===== src/include/channel_sum_params.svh =====
`ifndef CHANNEL_SUM_PARAMS_SVH
`define CHANNEL_SUM_PARAMS_SVH

//////////////////////////////
// Stream geometry
//////////////////////////////

// Pixels in one channel plane
`define CS_PLANE_SIZE 16

// Planes summed per group, power of two and at least 2
`define CS_NUM_CH 4

// Sample and sum width
`define CS_DATA_W 16

//////////////////////////////
// Derived counter widths
//////////////////////////////

`define CS_PIX_W $clog2(`CS_PLANE_SIZE)
`define CS_CH_W $clog2(`CS_NUM_CH)

`endif


===== src/rtl/channel_sum_pkg.sv =====
`include "channel_sum_params.svh"

package channel_sum_pkg;

  //////////////////////////////
  // Sample type
  //////////////////////////////

  // Signed two's complement partial result
  typedef logic signed [`CS_DATA_W-1:0] sample_t;

  //////////////////////////////
  // Saturation limits
  //////////////////////////////

  // Largest positive value, 0111...1
  localparam sample_t SAMPLE_MAX = {1'b0, {(`CS_DATA_W-1){1'b1}}};

  // Most negative value, 1000...0
  localparam sample_t SAMPLE_MIN = {1'b1, {(`CS_DATA_W-1){1'b0}}};

endpackage


===== src/rtl/channel_adder_tree.sv =====
`timescale 1ns/1ps
`include "channel_sum_params.svh"

module channel_adder_tree import channel_sum_pkg::*; (
  input  logic                     clk,
  input  logic                     reset,
  input  logic                     sum_enable,
  input  sample_t [`CS_NUM_CH-1:0] taps,
  output sample_t                  pxl_out,
  output logic                     valid_out
);

  //////////////////////////////
  // Tree geometry
  //////////////////////////////

  localparam int N      = `CS_NUM_CH;
  localparam int LEVELS = `CS_CH_W;
  localparam int NODES  = 2 * N - 1;

  // All tree registers live in one node array.
  // Nodes 0..N-1 are the input register, then each level follows
  // with half the nodes of the one before, ending in the single sum.
  sample_t [NODES-1:0] node_q;

  // One valid per stage, index 0 is the input register
  logic [LEVELS:0] valid_q;

  // Signed add with clamp on overflow
  function automatic sample_t sat_add(input sample_t a, input sample_t b);
    logic signed [`CS_DATA_W:0] wide;
    begin
      wide = a + b;
      // Top two bits differ only when the result left the sample range
      if (wide[`CS_DATA_W] != wide[`CS_DATA_W-1]) begin
        return wide[`CS_DATA_W] ? SAMPLE_MIN : SAMPLE_MAX;
      end
      return wide[`CS_DATA_W-1:0];
    end
  endfunction

  //////////////////////////////
  // Input register
  //////////////////////////////

  for (genvar i = 0; i < N; i++) begin : g_in
    always_ff @(posedge clk) begin
      if (sum_enable) begin
        node_q[i] <= taps[i];
      end
    end
  end

  always_ff @(posedge clk) begin
    if (reset) begin
      valid_q[0] <= 1'b0;
    end else begin
      valid_q[0] <= sum_enable;
    end
  end

  //////////////////////////////
  // Adder levels
  //////////////////////////////

  for (genvar l = 1; l <= LEVELS; l++) begin : g_level
    // First node of the source and destination levels
    localparam int SRC = 2 * N - ((2 * N) >> (l - 1));
    localparam int DST = 2 * N - ((2 * N) >> l);
    // Number of sums produced here
    localparam int W   = N >> l;

    // Pair node i with node i + W of the level below
    for (genvar i = 0; i < W; i++) begin : g_add
      always_ff @(posedge clk) begin
        if (valid_q[l-1]) begin
          node_q[DST+i] <= sat_add(node_q[SRC+i], node_q[SRC+i+W]);
        end
      end
    end

    always_ff @(posedge clk) begin
      if (reset) begin
        valid_q[l] <= 1'b0;
      end else begin
        valid_q[l] <= valid_q[l-1];
      end
    end
  end

  //////////////////////////////
  // Result
  //////////////////////////////

  assign pxl_out   = node_q[NODES-1];
  assign valid_out = valid_q[LEVELS];

endmodule


===== src/rtl/channel_sum_ctrl.sv =====
`timescale 1ns/1ps
`include "channel_sum_params.svh"

module channel_sum_ctrl (
  input  logic                 clk,
  input  logic                 reset,
  input  logic                 valid_in,
  output logic [`CS_PIX_W-1:0] pixel_idx,
  output logic                 sum_enable
);

  //////////////////////////////
  // Wrap points
  //////////////////////////////

  localparam logic [`CS_PIX_W-1:0] PIX_LAST = (`CS_PIX_W)'(`CS_PLANE_SIZE - 1);
  localparam logic [`CS_CH_W-1:0]  CH_LAST  = (`CS_CH_W)'(`CS_NUM_CH - 1);

  // Position inside the current plane
  logic [`CS_PIX_W-1:0] pix_cnt;
  // Plane number inside the current group
  logic [`CS_CH_W-1:0]  ch_cnt;

  logic pix_wrap;
  logic ch_wrap;

  assign pix_wrap = (pix_cnt == PIX_LAST);
  assign ch_wrap  = (ch_cnt == CH_LAST);

  //////////////////////////////
  // Counters
  //////////////////////////////

  // Both counters only move on accepted samples, gaps hold them
  always_ff @(posedge clk) begin
    if (reset) begin
      pix_cnt <= '0;
      ch_cnt  <= '0;
    end else if (valid_in) begin
      if (pix_wrap) begin
        pix_cnt <= '0;
        // End of a plane, step to the next channel
        if (ch_wrap) begin
          ch_cnt <= '0;
        end else begin
          ch_cnt <= ch_cnt + 1'b1;
        end
      end else begin
        pix_cnt <= pix_cnt + 1'b1;
      end
    end
  end

  //////////////////////////////
  // Outputs
  //////////////////////////////

  // Shared delay-line address for the current sample
  assign pixel_idx = pix_cnt;

  // Current sample sits in the last plane of its group
  assign sum_enable = valid_in && ch_wrap;

endmodule


===== src/rtl/channel_sum_top.sv =====
`timescale 1ns/1ps
`include "channel_sum_params.svh"

module channel_sum_top import channel_sum_pkg::*; (
  input  logic    clk,
  input  logic    reset,
  input  logic    valid_in,
  input  sample_t pxl_in,
  output sample_t pxl_out,
  output logic    valid_out
);

  //////////////////////////////
  // Internal wiring
  //////////////////////////////

  logic [`CS_PIX_W-1:0]     pixel_idx;
  logic                     sum_enable;
  // Aligned samples of the current group, tap 0 is the live one
  sample_t [`CS_NUM_CH-1:0] taps;

  //////////////////////////////
  // Control
  //////////////////////////////

  channel_sum_ctrl channel_sum_ctrl_inst (
    .clk        (clk),
    .reset      (reset),
    .valid_in   (valid_in),
    .pixel_idx  (pixel_idx),
    .sum_enable (sum_enable)
  );

  //////////////////////////////
  // Datapath
  //////////////////////////////

  plane_delay_line plane_delay_line_inst (
    .clk       (clk),
    .reset     (reset),
    .valid_in  (valid_in),
    .pxl_in    (pxl_in),
    .pixel_idx (pixel_idx),
    .taps      (taps)
  );

  // Only samples of a group's last plane enter the tree
  channel_adder_tree channel_adder_tree_inst (
    .clk        (clk),
    .reset      (reset),
    .sum_enable (sum_enable),
    .taps       (taps),
    .pxl_out    (pxl_out),
    .valid_out  (valid_out)
  );

endmodule


===== src/rtl/plane_delay_line.sv =====
`timescale 1ns/1ps
`include "channel_sum_params.svh"

module plane_delay_line import channel_sum_pkg::*; (
  input  logic                           clk,
  input  logic                           reset,
  input  logic                           valid_in,
  input  sample_t                        pxl_in,
  input  logic [`CS_PIX_W-1:0]           pixel_idx,
  output sample_t [`CS_NUM_CH-1:0]       taps
);

  //////////////////////////////
  // Tap 0
  //////////////////////////////

  // The live sample needs no storage
  assign taps[0] = pxl_in;

  //////////////////////////////
  // Plane buffer chain
  //////////////////////////////

  // Stage s holds the plane seen s+1 planes ago. On an accepted sample
  // the old word at pixel_idx leaves as tap s+1, and the word arriving
  // from the stage in front takes its place at the same address.
  for (genvar s = 0; s < `CS_NUM_CH - 1; s++) begin : g_stage
    sample_t plane_mem [`CS_PLANE_SIZE];

    // Combinational read at the shared address
    assign taps[s+1] = plane_mem[pixel_idx];

    // Writes are held off while in reset so the counters and
    // buffer contents restart together
    always_ff @(posedge clk) begin
      if (valid_in && !reset) begin
        plane_mem[pixel_idx] <= taps[s];
      end
    end
  end

endmodule


===== config.mk =====
export PLATFORM = sky130hd
export DESIGN_NAME = channel_sum_top
export DESIGN_NICKNAME = d
export VERILOG_FILES = /design/src/rtl/channel_sum_pkg.sv /design/src/rtl/channel_adder_tree.sv /design/src/rtl/channel_sum_ctrl.sv /design/src/rtl/channel_sum_top.sv /design/src/rtl/plane_delay_line.sv
export VERILOG_INCLUDE_DIRS = /design/src /design/src/include
export SDC_FILE = /design/constraint.sdc
export NUM_CORES = 1
export LEC_CHECK = 0
export BUFFER_PORTS_ARGS = -buffer_cell sky130_fd_sc_hd__buf_4
export CORE_UTILIZATION = 51
export DETAILED_ROUTE_END_ITERATION = 6
export PLACE_DENSITY = 0.67
export SLEW_MARGIN = 40
export SYNTH_ARGS = -nofsm -noshare
export SYNTH_HDL_FRONTEND = slang
export SYNTH_HIERARCHICAL = 1
export SYNTH_SLANG_ARGS = --single-unit

===== constraint.sdc =====
create_clock -name clk -period 15.4 [get_ports clk]
set_clock_uncertainty 0.1 [all_clocks]
set_input_delay 3.08 -clock clk [delete_from_list [all_inputs] [get_ports clk]]
set_output_delay 3.08 -clock clk [all_outputs]
set_load 0.02 [all_outputs]

======== Word level (Yosys, flattened, before mapping) ========
Memory sizes are Yosys's and may differ from the RTL's. A register that Yosys moved wholly into a read port is not among the register bits.
Index checks and enable logic that the tools add are counted.
storage, ports and cells
  register bits after elaboration ......... 105
  bits in writable memories ............... 768
  input bits .............................. 19
  output and inout port bits .............. 17
  word-level logic and storage cells ...... 51
  memories ................................ 3
memories
  memory                                      depth  bits a word  read ports  clocked after Yosys merged registers in  wr ports  line                    source
  plane_delay_line_inst.g_stage[0].plane_mem  16     16           1           1                                        1         plane_delay_line.sv:28  sample_t plane_mem [`CS_PLANE_SIZE];
  plane_delay_line_inst.g_stage[1].plane_mem  16     16           1           1                                        1         plane_delay_line.sv:28
  plane_delay_line_inst.g_stage[2].plane_mem  16     16           1           1                                        1         plane_delay_line.sv:28
operators by class
  add/sub/neg operators ................... 5
  eq/ne operators ......................... 5
  muxes and demuxes ....................... 23
  reductions and logical operators ........ 4
operators with widths
  kind                                          number
  two-way mux 16 bit                            9
  adder 16 x 16 -> 17 bit                       3
  two-way mux 4 bit                             5
  two-way mux 1 bit                             8
  adder 4 x 1 -> 4 bit (second input constant)  1
  equality test 4 bit (second input constant)   1
  != test 1 bit                                 3
  adder 2 x 1 -> 2 bit (second input constant)  1
  equality test 2 bit (second input constant)   1
  logical AND 1 bit                             2
  two-way mux 2 bit                             1
  AND reduction 2 bit                           1
  zero test 1 bit                               1

======== Longest topological paths before layout ========
  depth after elaboration ................. 5
  depth in mapped cells ................... 13
  gate-level depth less buffers ........... 11

======== Cells and area by module ========
Netlist, hierarchy kept.
by module, submodules not included
  module              times used  cells each  area an instance (um2)  sequential area each (um2)
  plane_delay_line    1           1213        28950.3                 23062.1
  channel_adder_tree  1           579         6686.4                  3423.3
  channel_sum_ctrl    1           27          270.3                   120.1

======== Worst setup path before layout ========
No wires, ideal clock.
  path type ............................... input -> register
  from .................................... in reset
  to ...................................... mem plane_delay_line_inst/g_stage[0].plane_mem[0][0] in the netlist's numbering (enable)
  setup time .............................. 0.513 ns
  data arrival time ....................... 6.868 ns
  path slack .............................. 7.919 ns
  stages .................................. 2
  path buffers ............................ 0
  cells stage by stage .................... or4b_4 nor3_1
between the ends
  word-level cells in the longest chain between the ends .. 4
RTL lines
  element                                  line                    source
  start, declared                          channel_sum_top.sv:6    input logic reset,
  zero test 1 bit                          plane_delay_line.sv:36  if (valid_in && !reset) begin
  logical AND 1 bit                        plane_delay_line.sv:36
  two-way mux 1 bit                        plane_delay_line.sv:36
  two-way mux 1 bit (not written as such)  plane_delay_line.sv:37  plane_mem[pixel_idx] <= taps[s];
  end, declared                            plane_delay_line.sv:28
No other way between the ends.

======== Worst setup path in the final report ========
  from .................................... in reset
  to ...................................... mem plane_delay_line_inst/g_stage[0].plane_mem[6][11] in the netlist's numbering (enable)
The elaborated chain is that of the path after synthesis.

==> results by group <==
Logic synthesis
  – Synth Instances: between 1500 and 2000
  – Area leader, netlist: edfxtp_1
  – Avg Inst Size Synth: roughly 20 µm²
  – Largest cells by area after synthesis: edfxtp_1 (74%), mux4_2 (12%), a22oi_1 (2.1%)
  – Post-Syn Area: 0.0359 mm²
  – Sequential share of the synthesized area: 0.741
  – Syn nets: roughly 1900
  – Number of distinct library cells after synthesis: between 70 and 80
  – Yosys warns: 6
  – Synth Register Bits: 889
  – Post-synth top flop: edfxtp_1
  – Ys async rst share: 0
  – EDFF count, synth: 880
  – Top-area cell type share of the netlist area: 0.736

Critical path
  – Critical Path End Type: register
  – CP startpoint kind: primary input
  – Worst reg2reg setup slack: 11.31 ns
  – WP data required: approximately 16 ns
  – CP arrival: around 5.1 ns
  – Setup CP Type: in2reg
  – CP Max Fanout: 28
  – Origin of the critical flop-to-flop path: channel_sum_ctrl_inst/pixel_idx[1]$_SDFFE_PP0P_
  – R2r worst-path depth: 6
  – RR Endpoint: plane_delay_line_inst/g_stage[1].plane_mem[1][13]$_DFFE_PP_

Drt
  – ANT nets after route: 0
  – Post-DR wirelength/cell: about 27 µm
  – Vias per cell: roughly 6.3
  – DRC errors left: 0
  – Total vias in the final route: 18000
  – Detailed Route WL: roughly 77000 µm
  – Detailed-router iteration count before antenna repair: 5
  – DR iter-0 viols: between 1500 and 2000

Placed design
  – GPL Wtd Cong: 0.848
  – Port bufs: 35
  – Dpl ws: between 9 and 10 ns
  – Hpwl dp: between 40000 and 50000 µm

Floorplan
  – Core region area: between 0.06 and 0.07 mm²
  – Die W: 267 µm
  – Die footprint: slightly above 0.07 mm²
  – Initial core utilization: 0.519
  – DIE HEIGHT: ~270 µm
  – Row count: 96
  – I/O pins: 36

Final layout
  – Area Growth Syn to Fin: 11.9%
  – Share of cells above drive strength 1: 0.226
  – NumNets Final: ~1900

Clock tree
  – Clock buffer depth: 3
  – Clk_lat worst skew: about 0.65 ns
  – TritonCTS buffer count: 90
  – Root Buffer Master: clkbuf_16
  – Hold buffers post-CTS: 0
  – Post-CTS Setup Bufs: 0
  – Num Clock Sinks: between 800 and 900
  – CTS tree: yes
  – H-tree lvl count: 3
  – Register clock-pin slew on the reported worst setup and hold paths: approximately 0.06 ns
  – CTS resizes: 0

Global routing
  – Overall Global Routing Usage: 0.220
  – Vias in the first global route: between 15000 and 20000
  – Grt total ovfl: 0
  – Largest net degree at the start of global routing: about 140
  – Initial antenna violation count: 6
  – Global-route wire length before repair: 114000 µm

Run
  – Max Cap Viol: 0

Hold path
  – Hold Crit Class: reg2reg
  – Worst hold path depth: 2
  – Hold Crit Endpoint: channel_sum_ctrl_inst/ch_cnt[0]$_SDFFE_PP0P_
  – Hold_sp: channel_sum_ctrl_inst/ch_cnt[0]$_SDFFE_PP0P_

Timing
  – Actual slew at the worst max-slew pin: 0.835 ns
  – Max Slew Vio Count: 0
  – Fin crit share: 0.321
  – Final Hold Vio Count: 0
  – Fmax: between 0.2 and 0.25 GHz
  – Setup-failing EPs final: 0
  – RSZ-0062 raised after global routing: no
  – Final min period: approximately 4.9 ns
  – Setup_tns: 0 ns
  – Slew Limit Headroom: 0.442
  – Final worst setup slack: 10.46 ns

Pwr
  – Power Density: roughly 130 mW/mm²
  – Maximum vdd drop: around 0.000094 V
  – LEAKAGE: 0.0127 µW

Outcome
  – Status: finished, final reports clean
critical path: stages:
cell and delay [ns]:
buf_4 0.17, nand4bb_1 0.45, nor2_4 0.78, buf_4 0.58
area by class of cell:
type                       count  area (µm²)
timing repair buffer          72         628
clock inverter                45         612
fill                        5080       29000
multi-input combinational    797        8650
clock buffer                 119        2430
inverter                      22        82.6
sequential                   889       26600
antenna                        1        2.50
tap                          931        1160
cell usage in the layout (no fill, tap or decap), types with 5 or more instances in the layout:
cell       synthesis  routed
edfxtp_1         880     880
mux4_2           192     192
a22oi_1          100     100
clkbuf_16          0      92
nand2_1           88      87
buf_4             36      64
a21oi_1           57      57
ha_1              50      49
o21ai_0           42      42
nor2_1            41      28
clkbuf_1          31      24
xnor2_1           22      22
inv_1             20      20
a211oi_1          16      16
xor2_1            15      15
clkinv_2           0      15
nor2b_1           16      14
a31oi_1           14      14
nor2_4             0      13
a21o_1            12      12
clkinv_1           1      12
bufinv_16          0      12
maj3_1            11      11
nand3_1            8       8
nor3_1            12       8
nand2b_1           8       8
o211ai_1           7       7
dfxtp_1            9       7
mux2i_1            6       6
o21bai_1           5       5
o21a_1             5       5
sequential cells by signal (all words and copies together), names as in the netlist:
| name | cells |
|---|---|
| plane_delay_line_inst/g_stage.plane_mem | 768 |
| channel_adder_tree_inst/node_q | 96 |
| channel_adder_tree_inst/pxl_out | 16 |
| channel_sum_ctrl_inst/pixel_idx | 4 |
| channel_adder_tree_inst/valid_q | 2 |
| channel_sum_ctrl_inst/ch_cnt | 2 |
| channel_adder_tree_inst/valid_out | 1 |
power breakdown:
part	leakage (µW)	total (µW)	switching (µW)	internal (µW)
clock	0.00148	2220	900	1320
sequential	0.00801	2710	9.01	2700
combinational	0.00322	224	141	82.5
worst max-delay path by stage:
stage | startpoint | end | slack [ns] | cells after the start
floorplan | reset | plane_delay_line_inst/g_stage[0].plane_mem[0][0]$_DFFE_PP_ | 7.92 | 2
global placement | reset | plane_delay_line_inst/g_stage[0].plane_mem[11][0]$_DFFE_PP_ | 9.80 | 4
detailed placement | reset | plane_delay_line_inst/g_stage[0].plane_mem[6][13]$_DFFE_PP_ | 9.80 | 4
CTS | reset | plane_delay_line_inst/g_stage[0].plane_mem[6][11]$_DFFE_PP_ | 10.46 | 4
global route | reset | plane_delay_line_inst/g_stage[0].plane_mem[6][11]$_DFFE_PP_ | 10.38 | 4
finish | reset | plane_delay_line_inst/g_stage[0].plane_mem[6][11]$_DFFE_PP_ | 10.46 | 4
logic make-up (layout without fill, tap and decap cells):
family / count (synthesis) / in the layout / share of synthesized area
flops: 889 / 889 / 0.741
compound gates: 290 / 290 / 0.0553
simple gates: 204 / 204 / 0.0273
mux: 200 / 200 / 0.123
buf+inv: 133 / 258 / 0.0219
fa+ha+maj: 66 / 66 / 0.0228
xor+xnor: 37 / 37 / 0.00902
other cells: 0 / 1 / 0
stage by stage:
stage / instances / instance area (µm²) / utilization / hold WS (ns) / power, µW
2_1_floorplan: 1819 / 35900 / - / 0.343 / 2910
3_3_place_gp: 2708 / 37000 / 0.535 / 0.373 / 2980
3_5_place_dp: 2710 / 37100 / 0.536 / 0.373 / 2990
4_1_cts: 2874 / 40200 / 0.580 / 0.381 / 5190
5_1_grt: 2875 / 40200 / 0.581 / 0.418 / 5290
6_report: 2876 / 40200 / 0.581 / 0.379 / 5160
metal layers:
| metal | vias to the layer above | global-route usage | share of wire |
|---|---|---|---|
| met5 | - | 0 | 0.00017 |
| met4 | 2 | 0.0564 | 0.021 |
| met3 | 115 | 0.0365 | 0.086 |
| met2 | 794 | 0.347 | 0.48 |
| met1 | 9460 | 0.321 | 0.41 |
| li1 | 7625 | - | - |
cells in the mapped netlist, types with 3 or more instances:
master and number:
and3_1 4, edfxtp_1 880, buf_6 16, buf_1 3, nor2_1 41, a211oi_1 16, fa_1 3, mux2i_1 6
a211o_1 3, o21bai_1 5, clkbuf_1 31, mux4_2 192, o21ai_0 42, a31oi_1 14, o211ai_1 7, ha_1 50
a21o_1 12, xor2_1 15, maj3_1 11, nand3_1 8, nor2b_1 16, nor3_1 12, buf_2 25, dfxtp_1 9
nand2_1 88, a311oi_1 3, o21a_1 5, xnor2_1 22, inv_1 20, a21oi_2 4, a22oi_1 100, a21oi_1 57
buf_4 36, nand2b_1 8
(Power assumes the default switching activity.)
